==> src/hw/l1_dcache_pkg.sv <==
package l1_dcache_pkg;

    // Geometry of the default configuration with 64 sets of 64-byte lines.
    localparam int WORD_W   = 32;
    localparam int LINE_W   = 512;
    localparam int INDEX_W  = 6;
    localparam int OFFSET_W = 6;
    localparam int TAG_W    = WORD_W - INDEX_W - OFFSET_W;

    typedef struct packed {
        logic [TAG_W-1:0]    tag;
        logic [INDEX_W-1:0]  index;
        logic [OFFSET_W-1:0] offset; // Bits 5 to 2 select the word.
    } dcache_addr_t;

    typedef struct packed {
        logic              write;
        dcache_addr_t      addr;
        logic [WORD_W-1:0] wdata;
    } core_req_t;

    // Result of the tag lookup, handed to the data array and the miss controller.
    typedef struct packed {
        logic                       valid;
        logic                       hit;
        logic                       write;
        logic                       victim_dirty; // Victim line is valid and modified.
        // Victim tag with the set index below it, so this field is the victim's
        // line address whatever the number of sets.
        logic [WORD_W-OFFSET_W-1:0] victim_tag;
        dcache_addr_t               addr;
        logic [WORD_W-1:0]          wdata;
    } stage1_t;

endpackage
==> src/hw/l1_miss_ctrl.sv <==
`timescale 1ns/10ps

module l1_miss_ctrl (
    input  logic                             clk,
    input  logic                             nrst,
    input  l1_dcache_pkg::stage1_t           s1,
    input  logic [l1_dcache_pkg::LINE_W-1:0] victim_line,
    input  logic                             l2_ack,
    output logic                             wb_valid,
    output logic [l1_dcache_pkg::WORD_W-1:0] wb_addr,
    output logic [l1_dcache_pkg::LINE_W-1:0] wb_data,
    output logic                             l2_req,
    output logic [l1_dcache_pkg::WORD_W-1:0] l2_addr,
    output logic                             refill,
    output logic                             tag_fill,
    output logic                             replay
);
    import l1_dcache_pkg::*;

    typedef enum logic [2:0] {
        st_idle,
        st_writeback,
        st_fetch,
        st_wait_ack,
        st_replay
    } miss_state_t;

    miss_state_t state;
    miss_state_t state_nxt;

    logic miss;

    // The stage-1 entry stays frozen by the stall for the whole sequence.
    assign miss = s1.valid && !s1.hit;

    always_ff @(posedge clk or negedge nrst)
    begin
        if (!nrst)
            state <= st_idle;
        else
            state <= state_nxt;
    end

    always_comb
    begin
        state_nxt = state;
        case (state)
            st_idle:
            begin
                if (miss)
                    state_nxt = s1.victim_dirty ? st_writeback : st_fetch;
            end
            st_writeback:
                state_nxt = st_fetch;
            st_fetch:
                state_nxt = st_wait_ack;
            st_wait_ack:
            begin
                if (l2_ack)
                    state_nxt = st_replay;
            end
            st_replay:
                state_nxt = st_idle; // Entry turns into a hit at this edge.
            default:
                state_nxt = st_idle;
        endcase
    end

    // Victim goes out as one strobe, L2 takes it without an acknowledge.
    assign wb_valid = (state == st_writeback);
    assign wb_addr  = {s1.victim_tag, {OFFSET_W{1'b0}}};
    assign wb_data  = victim_line;

    assign l2_req  = (state == st_fetch);
    assign l2_addr = {s1.addr[WORD_W-1:OFFSET_W], {OFFSET_W{1'b0}}};

    // Line data and tag are installed together on the acknowledge edge.
    assign refill   = (state == st_wait_ack) && l2_ack;
    assign tag_fill = refill;
    assign replay   = (state == st_replay);

endmodule

==> config.mk <==
export PLATFORM = sky130hd
export DESIGN_NAME = l1_miss_ctrl
export DESIGN_NICKNAME = d
export VERILOG_FILES = /design/src/hw/l1_dcache_pkg.sv /design/src/hw/l1_miss_ctrl.sv
export SDC_FILE = /design/constraint.sdc
export NUM_CORES = 1
export LEC_CHECK = 0
export BUFFER_PORTS_ARGS = -buffer_cell sky130_fd_sc_hd__buf_2
export CAP_MARGIN = 20
export CORE_AREA = 2 2 460 462
export CTS_BUF_LIST = sky130_fd_sc_hd__clkbuf_2 sky130_fd_sc_hd__clkbuf_4 sky130_fd_sc_hd__clkbuf_8
export DETAILED_ROUTE_END_ITERATION = 10
export DIE_AREA = 0 0 462 464
export SKIP_LAST_GASP = 1
export SLEW_MARGIN = 10
export SYNTH_ARGS = -nofsm -noshare
export SYNTH_HDL_FRONTEND = slang
export SYNTH_SLANG_ARGS = --single-unit
==> constraint.sdc <==
create_clock -name clk -period 2.7 [get_ports clk]
set_input_delay 0.405 -clock clk [delete_from_list [all_inputs] [get_ports clk]]
set_output_delay 0.405 -clock clk [all_outputs]
set_load 0.02 [all_outputs]
* Word-level counts from Yosys, hierarchy flattened
Index checks and enable logic that the tools add are counted. Widths: inputs -> output; s select.
Word-level totals: register bits 3, bits of input ports 609, output and inout port bits 581
Cells by class: equal/unequal tests 6, mux-type cells 4, reductions and logical operators 5
Operator list (number):
- $pmux 3 s4 | 1
- $eq 3x2->1 const B | 2
- $mux 3 | 2
- $ne 2x2->1 const B | 2
- $eq 3x1->1 const B | 1
- $eq 3x3->1 const B | 1
- $logic_not 3->1 | 1
- $logic_and 1x1->1 | 2
- $mux 2 | 1
- $reduce_and 2->1 | 1
- $logic_not 1->1 | 1

* Depth between registers and ports, before layout
word-level depth 4, depth in mapped cells 3

* Worst setup path after synthesis
OpenSTA, ideal clock, no wires.
kind register -> output, start point reg state[0], end point out replay, arrival time 1025 ps, setup slack 1270 ps, stages on the path, launching flop included 3, buffers on the path 1, cell sequence dfrtp_1 buf_2 nor3b_1
On the way: longest elaborated chain between the ends 1
RTL lines:
- start, declared | RTL line l1_miss_ctrl.sv:28 | miss_state_t state;
- start signal, assigned | RTL line l1_miss_ctrl.sv:39 | state <= st_idle;
- start signal, assigned | RTL line l1_miss_ctrl.sv:41 | state <= state_nxt;
- $eq 3x3->1 | RTL line l1_miss_ctrl.sv:80 | assign replay = (state == st_replay);
- end, declared | RTL line l1_miss_ctrl.sv:16 | output logic replay
No other way between the ends.

* Worst setup path after layout
start point reg state[2], end point out tag_fill
On the way: longest elaborated chain between the ends 2
RTL lines:
- $eq 3x2->1 | RTL line l1_miss_ctrl.sv:78 | assign refill = (state == st_wait_ack) && l2_ack;
- $logic_and 1x1->1 | RTL line l1_miss_ctrl.sv:78
- end, declared | RTL line l1_miss_ctrl.sv:15 | output logic tag_fill,
No other way between the ends.

==> summary.md <==
| Metric | Value |
|---|---|
| Top_reg_cell synth | `dfrtp_1` |
| WP data required | `2.30 ns` |
| Most flop-heavy register | `state` |
| DRT Wirelength | `183 mm` |
| P_int | `0.000238 W` |
| All-Layer GR Usage | `16.4%` |
| # setup viols final | `0` |
| Placed cells | `2841` |
| Starting density of the core | `2.16%` |
| Filler cell count in the final layout | `25059` |
| Share of layout cells above drive strength 1 | `36.6%` |
| Switching power | `0.000170 W` |
| Detailed-router iteration count before antenna repair | `5` |
| Largest regs | `state: 3 flops` |
| CTS-repair resized insts | `0` |
| Post-CTS Hold Buffers | `1` |
| Post-route cell area | `0.00383 sq mm` |
| IO Count | `1190` |
| RSZ-0062 raised after global routing | `false` |
| Met3 WL | `98.8 mm` |
| Clock Latency Late Sink | `0.22 ns` |
| Hold Path Class | `input pin to flop` |
| Slowest CP cell | `dfrtp_1` |
| Area growth syn-to-layout | `-15.0%` |
| WL per Instance | `64.2 um` |
| CP Cell Sequence | `and4b_1, buf_2` |
| Max FFs per register | `3` |
| Synth top area cells | `buf_4 (96%), dfrtp_1 (1.7%), nor3b_1 (0.67%)` |
| Leakage power | `0.183 nW` |
| Maximum clock path buffer count | `2` |
| Top Metal Used | `met4` |
| Share of the synthesized area in the top cell type | `96.0%` |
| Power per Cell Area | `107 mW/mm^2` |
| Synthesized flop and latch total | `3` |
| CP Capture Type | `output pin` |
| Clock Skews | `0.000881 ns` |
| Post-synth top cells | `buf_4 (577), nor3b_1 (4), dfrtp_1 (3), and4b_1 (2)` |
| Post-synth EDFFs | `0` |
| Postcts setup bufs | `0` |
| Global-route wire length before repair | `188 mm` |
| Ys Warns | `0` |
| CTS buffer count | `3` |
| Met1 Wirelength | `991 um` |
| Die height | `464 um` |
| Final hold violations | `0` |
| Post-Syn Instances | `593` |
| Mapped Avg Cell Area | `7.61 sq um` |
| # nets final | `651` |
| Synth unique cells | `11` |
| Die area | `0.214 sq mm` |
| Max-Cap Viols | `0` |
| CP startpoint kind | `flop` |
| Number of global-route vias before repair | `1586` |
| Largest net degree at the start of global routing | `10` |
| Total number of vias | `1883` |
| TritonCTS clock tree | `yes` |
| WP data arrival | `1.20 ns` |
| Clk pwr share | `34.4%` |
| Sequential area share after synthesis | `1.66%` |
| Worst Path Max Fanout | `7` |
| Yosys top cell by area | `buf_4` |
| Outcome | `finished clean` |
| Setup tns final | `0 ns` |
| DIE WIDTH | `462 um` |
| Min cycle time layout | `1.61 ns` |
| Detail Route Antenna Nets | `0` |
| Diodes inserted | `0` |
| FFs w/ async S/R, synth | `100%` |
| Drt via density | `0.662` |
| Logic pwr share | `40.7%` |
| Max incr delay on CP | `0.43 ns` |
| Gr ovfl total | `0` |
| Flop pwr share | `24.9%` |
| Core Area | `0.209 sq mm` |
| Maximum level of the CTS H-tree | `1` |
| Worst-path clk slew | `0.03 ns` |
| Residual DRC count | `0` |
| Switch share | `41.6%` |
| Placement Cell Area | `0.00377 sq mm` |
| CTS Sinks | `3` |
| Initial antenna violation count | `0` |
| DR WL met2 | `73.4 mm` |
| Hold_ws | `0.501 ns` |
| Mapped cell area | `0.00451 sq mm` |
| Peak VDD IR | `0.116 mV` |
| Cell Rows | `168` |
| Initial drt markers | `115` |
| Routability Congestion | `0.838` |
| Max-slew violation count | `0` |
| Root buf cell | `clkbuf_8` |
| Post-Layout Cell Count | `2846` |
| IO buf count | `10` |
| Critical path class | `flop to output pin` |
| Crit share post-route | `59.5%` |
| Fmax | `0.623 GHz` |
| Top-count cell post-synth | `buf_4` |
## kinds of logic (layout without fill, tap and decap cells)
group | count (synthesis) | after routing | synth area share, %
other cells | 1 | 12 | 0.0831
compound gates | 4 | 4 | 0.749
buf+inv | 578 | 15 | 96.1
flops | 3 | 3 | 1.66
simple gates | 7 | 7 | 1.36
## stage by stage
stage	util [%]	setup slack [ns]	total power, W
after floorplan	-	1.27	0.00144
after global placement	1.80	1.33	0.000261
after detailed placement	1.80	1.31	0.000267
after CTS	1.83	1.09	0.000412
after global routing	1.83	1.04	0.000434
final	1.83	1.09	0.000409
## per-layer routing
metal,vias to the layer above,global-route usage (%)
met5,-,0.0452
met4,0,6.92
met3,238,41.6
met2,1345,23.4
met1,198,0.217
li1,102,-
## final cells by class
class	instances	area, sq um	area share [%]
flip-flops and latches	3	75.1	1.96
clock buffers	4	48.8	1.27
well taps	2805	3510	91.5
multi-input cells	23	140	3.66
repair buffers	11	60.1	1.57
## final timing paths
path	startpoint	end	slack (ns)	depth (start not counted)
max	state[2]$_DFFE_PN0P_	tag_fill	1.09	2
min	s1[93]	state[0]$_DFFE_PN0P_	0.50	3
max reg2reg	state[0]$_DFFE_PN0P_	state[0]$_DFFE_PN0P_	1.81	2
min reg2reg	state[2]$_DFFE_PN0P_	state[0]$_DFFE_PN0P_	0.54	1
max in group asynchronous	nrst	state[0]$_DFFE_PN0P_	2.04	2
min in group asynchronous	nrst	state[1]$_DFFE_PN0P_	0.55	2
## critical path, delay by kind of cell (launching register included)
kind | cells | cell delay [ns]
flip-flops | 1 | 0.43
buffers and inverters | 1 | 0.23
AND/OR/NAND/NOR | 1 | 0.31
## power by group through the flow
stage          clock network, W  logic [W]  registers (W)
2_1_floorplan                 0    0.00136      0.0000815
3_3_place_gp                  0   0.000163      0.0000979
3_5_place_dp                  0   0.000165       0.000102
4_1_cts                0.000143   0.000167       0.000102
5_1_grt                0.000149   0.000177       0.000109
6_report               0.000140   0.000166       0.000102
## cells in the final DEF (no fill, tap or decap), drive strengths merged
master,count
nor3b,4
o31a,1
and4b,2
dlygate4sd3,1
conb,12
buf,10
clkbuf,4
a31oi,1
dfrtp,3
a21bo,1
a21oi,1
nand4bb,1
Power figures use the tool's default switching activity.
