===== src/hw/l1_dcache_pkg.sv =====
package l1_dcache_pkg;

    // Geometry of the default configuration with 64 sets of 64-byte lines.
    localparam int WORD_W   = 32;
    localparam int LINE_W   = 512;
    localparam int INDEX_W  = 6;
    localparam int OFFSET_W = 6;
    localparam int TAG_W    = WORD_W - INDEX_W - OFFSET_W;

    typedef struct packed {
        logic [TAG_W-1:0]    tag;
        logic [INDEX_W-1:0]  index;
        logic [OFFSET_W-1:0] offset; // Bits 5 to 2 select the word.
    } dcache_addr_t;

    typedef struct packed {
        logic              write;
        dcache_addr_t      addr;
        logic [WORD_W-1:0] wdata;
    } core_req_t;

    // Result of the tag lookup, handed to the data array and the miss controller.
    typedef struct packed {
        logic                       valid;
        logic                       hit;
        logic                       write;
        logic                       victim_dirty; // Victim line is valid and modified.
        // Victim tag with the set index below it, so this field is the victim's
        // line address whatever the number of sets.
        logic [WORD_W-OFFSET_W-1:0] victim_tag;
        dcache_addr_t               addr;
        logic [WORD_W-1:0]          wdata;
    } stage1_t;

endpackage

===== src/hw/l1_tag_stage.sv =====
`timescale 1ns/10ps

module l1_tag_stage #(
    parameter int NUM_SETS = 64
) (
    input  logic                     clk,
    input  logic                     nrst,
    input  logic                     req_valid,
    input  l1_dcache_pkg::core_req_t req,
    input  logic                     tag_fill,
    input  logic                     replay,
    output l1_dcache_pkg::stage1_t   s1,
    output logic                     stall
);
    import l1_dcache_pkg::*;

    localparam int IDX_W  = $clog2(NUM_SETS);
    localparam int TAG_LW = WORD_W - OFFSET_W - IDX_W;

    logic [TAG_LW-1:0]   tag_arr [NUM_SETS];
    logic [NUM_SETS-1:0] valid_arr;
    logic [NUM_SETS-1:0] dirty_arr;

    logic      req_q_valid;
    core_req_t req_q;
    stage1_t   s1_q;

    logic              lk_valid;
    core_req_t         lk_req;
    logic [IDX_W-1:0]  lk_idx;
    logic [TAG_LW-1:0] lk_tag;
    logic              lk_hit;
    logic              update;
    logic [IDX_W-1:0]  s1_idx;

    assign s1     = s1_q;
    assign stall  = s1_q.valid && !s1_q.hit;
    assign update = replay || !stall; // The stage register moves or is re-evaluated.
    assign s1_idx = s1_q.addr[OFFSET_W +: IDX_W];

    // A replay looks the held entry up again, otherwise the queued request is looked up.
    always_comb
    begin
        if (replay)
        begin
            lk_valid     = s1_q.valid;
            lk_req.write = s1_q.write;
            lk_req.addr  = s1_q.addr;
            lk_req.wdata = s1_q.wdata;
        end
        else
        begin
            lk_valid = req_q_valid;
            lk_req   = req_q;
        end
        lk_idx = lk_req.addr[OFFSET_W +: IDX_W];
        lk_tag = lk_req.addr[WORD_W-1 -: TAG_LW];
        lk_hit = valid_arr[lk_idx] && (tag_arr[lk_idx] == lk_tag);
    end

    always_ff @(posedge clk or negedge nrst)
    begin
        if (!nrst)
            req_q_valid <= 1'b0;
        else if (!stall)
            req_q_valid <= req_valid;
    end

    always_ff @(posedge clk)
    begin
        if (!stall && req_valid)
            req_q <= req;
    end

    always_ff @(posedge clk or negedge nrst)
    begin
        if (!nrst)
            s1_q <= '0;
        else if (update)
        begin
            s1_q.valid        <= lk_valid;
            s1_q.hit          <= lk_hit;
            s1_q.write        <= lk_req.write;
            s1_q.victim_dirty <= valid_arr[lk_idx] && dirty_arr[lk_idx];
            s1_q.victim_tag   <= {tag_arr[lk_idx], lk_idx};
            s1_q.addr         <= lk_req.addr;
            s1_q.wdata        <= lk_req.wdata;
        end
    end

    // A fill never coincides with an update, since the controller waits while stalled.
    always_ff @(posedge clk or negedge nrst)
    begin
        if (!nrst)
        begin
            valid_arr <= '0;
            dirty_arr <= '0;
        end
        else if (tag_fill)
        begin
            valid_arr[s1_idx] <= 1'b1;
            dirty_arr[s1_idx] <= 1'b0;
        end
        else if (update && lk_valid && lk_hit && lk_req.write)
            dirty_arr[lk_idx] <= 1'b1;
    end

    always_ff @(posedge clk)
    begin
        if (tag_fill)
            tag_arr[s1_idx] <= s1_q.addr[WORD_W-1 -: TAG_LW];
    end

endmodule


===== config.mk =====
export PLATFORM = sky130hd
export DESIGN_NAME = l1_tag_stage
export DESIGN_NICKNAME = d
export VERILOG_FILES = /design/src/hw/l1_dcache_pkg.sv /design/src/hw/l1_tag_stage.sv
export SDC_FILE = /design/constraint.sdc
export NUM_CORES = 2
export LEC_CHECK = 0
export ABC_AREA = 1
export BUFFER_PORTS_ARGS = -buffer_cell sky130_fd_sc_hd__buf_2
export CORE_MARGIN = 1.5
export CORE_UTILIZATION = 30
export CTS_CLUSTER_SIZE = 14
export DETAILED_ROUTE_END_ITERATION = 12
export GPL_ROUTABILITY_DRIVEN = 0
export GPL_TIMING_DRIVEN = 0
export PLACE_DENSITY = 0.49
export REMOVE_ABC_BUFFERS = 1
export SYNTH_ARGS = -nofsm -noshare
export SYNTH_HDL_FRONTEND = slang
export SYNTH_SLANG_ARGS = --single-unit

===== constraint.sdc =====
create_clock -name clk -period 5.1 [get_ports clk]
set_clock_uncertainty 0.15 [all_clocks]
set_input_delay 1.02 -clock clk [delete_from_list [all_inputs] [get_ports clk]]
set_output_delay 1.02 -clock clk [all_outputs]
set_load 0.02 [all_outputs]

# == Yosys cells after proc, flatten, opt, wreduce, memory -nomap -nowiden ==
# Memories as Yosys holds them, arrays and structs flattened.
# Cells that the tools add are included.
# W data, S select, Z words.
# word_totals
ff_bits,288
ramBits,1280
input_bits,70
out_inout_bits,95
wordCells,56
memories,1
# mem_list
name,words,width,rd,rd_ports_with_merged_regs,write_ports,line,rtl
tag_arr,64,20,1,0,1,l1_tag_stage.sv:20,logic [TAG_LW-1:0] tag_arr [NUM_SETS];
# classes
order_cmp,4
eq_ne,1
mux,14
n_bitwise,5
n_reduce_logical,14
# op_table
cell,count
$mux W64,2
$or A64 B64 Y64,2
$mux W65,1
$and A64 B64 Y64,1
$not A64 Y64,1
$eq A20 B20 Y1,1
$lt A6 B7 Y1 const B,2
$bmux W1 S6,2
$demux W1 S6,2
$ge A6 B1 Y1 const B,2
$logic_and A1 B1 Y1,9
$mux W1,7
$logic_not A1 Y1,2
$reduce_and A2 Y1,1
$reduce_bool A2 Y1,1
$logic_or A1 B1 Y1,1
$not A1 Y1,1

# == Logic depth before layout (Yosys ltp) ==
# logic_depth
depth_word,9
ltp_mapped,26
mapped_depth_nobuf,22

# == Worst setup path after synthesis ==
# OpenSTA, ideal clock, no wires.
# synth_timing
kind,input to register
from,input port replay
to,register dirty_arr[11]
setup_time_ns,0.074
arrival_time_ns,3.156
required_time_ns,4.876
slack_ns,1.720
path_stages,21
n_path_buf,4
cell_sequence,inv_2 buf_6 nand2_1 nand2_2 buf_2 clkbuf_1 nand2_1 nand3_1 nand4_1 nand2_1 nand2_1 nor2_1 nand2_1 nand2_1 nand3_1 nor2_1 nand3_1 nor2_4 buf_6 nand2_4 o21ai_2
# synth_between
elab_chain_len,8
word_cells_on_any_way,20
classes_between,order compare (2); eq/ne (1); mux (8); bitwise (1); reduce/logical (7); memory (1)
# synth_lines
item,line,rtl
start: declaration,l1_tag_stage.sv:11,"input logic replay,"
"parallel branches: the longest is 8 deep, another holds $mem_v2 Z64 W20",-,
end signal: assignment,l1_tag_stage.sv:97,dirty_arr <= '0;
end signal: indexed assignment,l1_tag_stage.sv:102,dirty_arr[s1_idx] <= 1'b0;
end signal: indexed assignment,l1_tag_stage.sv:105,dirty_arr[lk_idx] <= 1'b1;
end: declaration,l1_tag_stage.sv:22,logic [NUM_SETS-1:0] dirty_arr;
# Several ways; the timed one is not identified. The select of a mux whose other input is x is not followed.
# A chain may end at the register's enable or synchronous reset.

==> metrics.cfg <==
[power]
power_mw=40.2
seq_power_share_pct=45.0
net-switching-power_mw=14.5
power.internal_mw=25.7
power-per-cell-area_mw_per_mm2=538
clock_network_fraction_of_design_power_pct=28.8
comb_power_share_pct=26.2
peakVddDrop_v=0.000314
p_sw_share_pct=36.0
p_leak_nw=28.5

[clock_network]
cts_tree=done
clk_root_buffer_cell=sky130_fd_sc_hd__clkbuf_16
cts_num_sinks=1562
cts_buffer_depth=3
cts-htree-levels=4
cts_inserted_buffers=159
clk_pin_slew_worst_paths_ns=0.07
clk_latency_ns=0.81

[floorplan]
starting_density_of_the_core_pct=30.3
dieWidth_um=464
floorplan.die_area_mm2=0.215
core_area_mm2=0.210
floorplan.rows=168
floorplan.die.height_um=464
pin_count=165

[timing]
rsz0062_at_grt=false
post-route-period-util_pct=97.5
finalSetupTns_ns=0
final_hold_viol_count=0
max_slew.worst_pin.slew_ns=1.39
final.setup.worst_slack_ns=0.126
fmax_mhz=201
hold_ws_ns=0.234
fin_crit_ns=4.97
report.final.setup_viol=0
slew_headroom_pct=6.76
final-max-slew-violation-count=0

[place]
port-buffer-count=164
hpwl_um=114000
placed_instances=8427
pre_cts_slack_ns=-3.23

[yosys]
avgSynthCellArea_um2=11.2
yosys_register_bits=1562
async_flop_share_pct=13.9
synth_sequential_area_ratio_pct=72.0
synthesis.yosys.warnings=0
instance_count_of_the_mapped_netlist=5689
number_of_synthesized_flops_with_an_enable_pin=1345
synth_area_mm2=0.0636
synthDistinctLibCells=36
ys.flop_type=sky130_fd_sc_hd__edfxtp_1

[worst_setup_path]
cp_max_fo=43
timing.critical_path.required_ns=5.68
crit_path_frequent_cell=sky130_fd_sc_hd__nand2_1
worst-endpoint-arrival_ns=5.55
start_kind=flop
path_class=reg -> reg
slowest_stage=sky130_fd_sc_hd__dfrtp_2
critPathMaxStageDelay_ns=0.51
critical_path.cell_chain=inv_2 > nand2_1 > nand2_8 > buf_16 > nor2_4 > buf_12 > buf_12 > buf_12 > nand3_1 > nand4_1 > nand2_1 > nand2_1 > nor2_2 > nand2_1 > nand2_1 > nand2_1 > nor2_1 > nand2_1 > nor2_1 > nand2_2 > nor2_4 > buf_12 > nand2_4 > o21ai_2
crit_path_end_kind=flop

[grt]
grt_remaining_overflow=0
grt_max_degree=126
grtUsageTotal_pct=18.3
antenna_found_initial=14
first_global_vias=39516
first_pass_grt_wire_length_um=288000

[worst_hold_path]
timing.hold.worst.class=in -> reg

[route]
postRouteWirelength_um=203000
initialDrtViolationCount=4180
route.antenna.remaining_nets=0
viasPerCell=4.84
vias=42401
route.detailed.wl_per_inst_um=23.1
1st_pass_router_iterations=8
drc=0

[flow_run]
max_cap_viol_count=0

[cells_and_area]
fraction_of_final_layout_cells_sized_beyond_drive_strength_1_pct=11.7
layout.cells.most_common_list=sky130_fd_sc_hd__nand2_1, sky130_fd_sc_hd__edfxtp_1, sky130_fd_sc_hd__nand3_1
nFillCells=20655
multi_input_comb_area_mm2=0.0158
area.sequential_mm2=0.0459
final_common_cell=sky130_fd_sc_hd__nand2_1
nNetsFinal=5881
areaGrowthSynthToFinish_pct=17.4
layout.cells.non_filler=8758

[run_status]
run_status=completed

==> synth_stat cells, types with 15 or more instances <==
| cell | n | share of area [%] |
|---|---|---|
| sky130_fd_sc_hd__buf_2 | 147 | 1.2 |
| sky130_fd_sc_hd__edfxtp_1 | 1345 | 63 |
| sky130_fd_sc_hd__o21ai_0 | 233 | 1.8 |
| sky130_fd_sc_hd__inv_1 | 281 | 1.7 |
| sky130_fd_sc_hd__o22ai_1 | 35 | 0.34 |
| sky130_fd_sc_hd__nand4_1 | 169 | 1.7 |
| sky130_fd_sc_hd__dfrtp_1 | 217 | 8.5 |
| sky130_fd_sc_hd__buf_4 | 31 | 0.37 |
| sky130_fd_sc_hd__nor2_1 | 167 | 0.99 |
| sky130_fd_sc_hd__buf_1 | 15 | 0.088 |
| sky130_fd_sc_hd__o21ai_1 | 53 | 0.42 |
| sky130_fd_sc_hd__or2_2 | 49 | 0.48 |
| sky130_fd_sc_hd__clkbuf_1 | 115 | 0.68 |
| sky130_fd_sc_hd__nand2_1 | 2230 | 13 |
| sky130_fd_sc_hd__nand3_1 | 510 | 4.0 |
==> final cells by class <==
type	instances	area share (%)
tap	2805	4.70
clock inverter	77	0.931
inverter	288	1.49
antenna	9	0.0302
clock buffer	217	5.88
timing repair buffer	275	4.36
multi-input combinational	3525	21.2
sequential	1562	61.4
==> metrics by stage <==
step	instance area [um2]	util, %
floorplan	62000	-
global placement	66300	31.6
detailed placement	68900	32.8
CTS	74500	35.4
global route	74700	35.5
finish	74700	35.5
==> power groups by stage <==
stage                     Clock, mW  Combinational [mW]  Sequential, mW
final                          11.6                10.5            18.1
after global routing           12.3                11.3            18.3
after CTS                      11.8                10.4            18.1
after detailed placement          0                10.0            18.4
after global placement            0                9.30            19.0
after floorplan                   0                5.37            18.0
==> critical path, delay by kind of cell, from the launching register on <==
family | cells | cell delay, ns
flip-flops | 1 | 0.51
buffers and inverters | 6 | 1.25
AO/OA/AOI/OAI | 1 | 0.13
AND/OR/NAND/NOR | 17 | 2.65
==> registers in the layout, indices dropped and copies added (netlist names) <==
register / count
valid_arr: 64
req_q: 65
tag_arr: 1280
s1: 88
req_q_valid: 1
dirty_arr: 64
==> what timing repair did <==
| item | 4_1_cts | 5_1_grt |
|---|---|---|
| hold buffers | 1 | 0 |
| gates resized for setup | 37 | 17 |
| pin swaps | 7 | 1 |
| setup endpoints to repair | 86 | 63 |
| gates cloned | 16 | 3 |
| setup buffers | 6 | 0 |
| endpoints found under the hold margin | 44 | 0 |
==> worst paths after layout <==
path                       slack (ns)                start  cells after the start                   endpoint
hold reg to reg                  0.29  req_q[11]$_DFFE_PP_                      2         s1[11]$_DFFE_PN0P_
hold / removal                   0.23              req[41]                      1        req_q[41]$_DFFE_PP_
min in group asynchronous        0.56                 nrst                      2         s1[63]$_DFFE_PN0N_
max in group asynchronous        2.86                 nrst                      4         s1[50]$_DFFE_PN0N_
setup / recovery                 0.13   s1[65]$_DFFE_PN0N_                     24  dirty_arr[11]$_DFFE_PN0P_
setup reg to reg                 0.13   s1[65]$_DFFE_PN0N_                     24  dirty_arr[11]$_DFFE_PN0P_
==> metal layers <==
metal	track usage (%)	share of wire, %	vias up	wire length (um)
li1	-	-	19621	-
met1	25.0	43	21020	86500
met2	29.1	47	1445	94800
met3	2.25	5.8	315	11700
met4	8.33	4.7	0	9580
met5	0	0	-	0
==> cells by family after synthesis <==
| kind of cell | synth area share [%] |
|---|---|
| AO/OA/AOI/OAI | 2.94 |
| XOR/XNOR | 0.0138 |
| buffers and inverters | 4.24 |
| flip-flops | 72.0 |
| multiplexers | 0.0315 |
| AND/OR/NAND/NOR | 20.8 |
No activity file was read; power rests on OpenSTA's default activity.
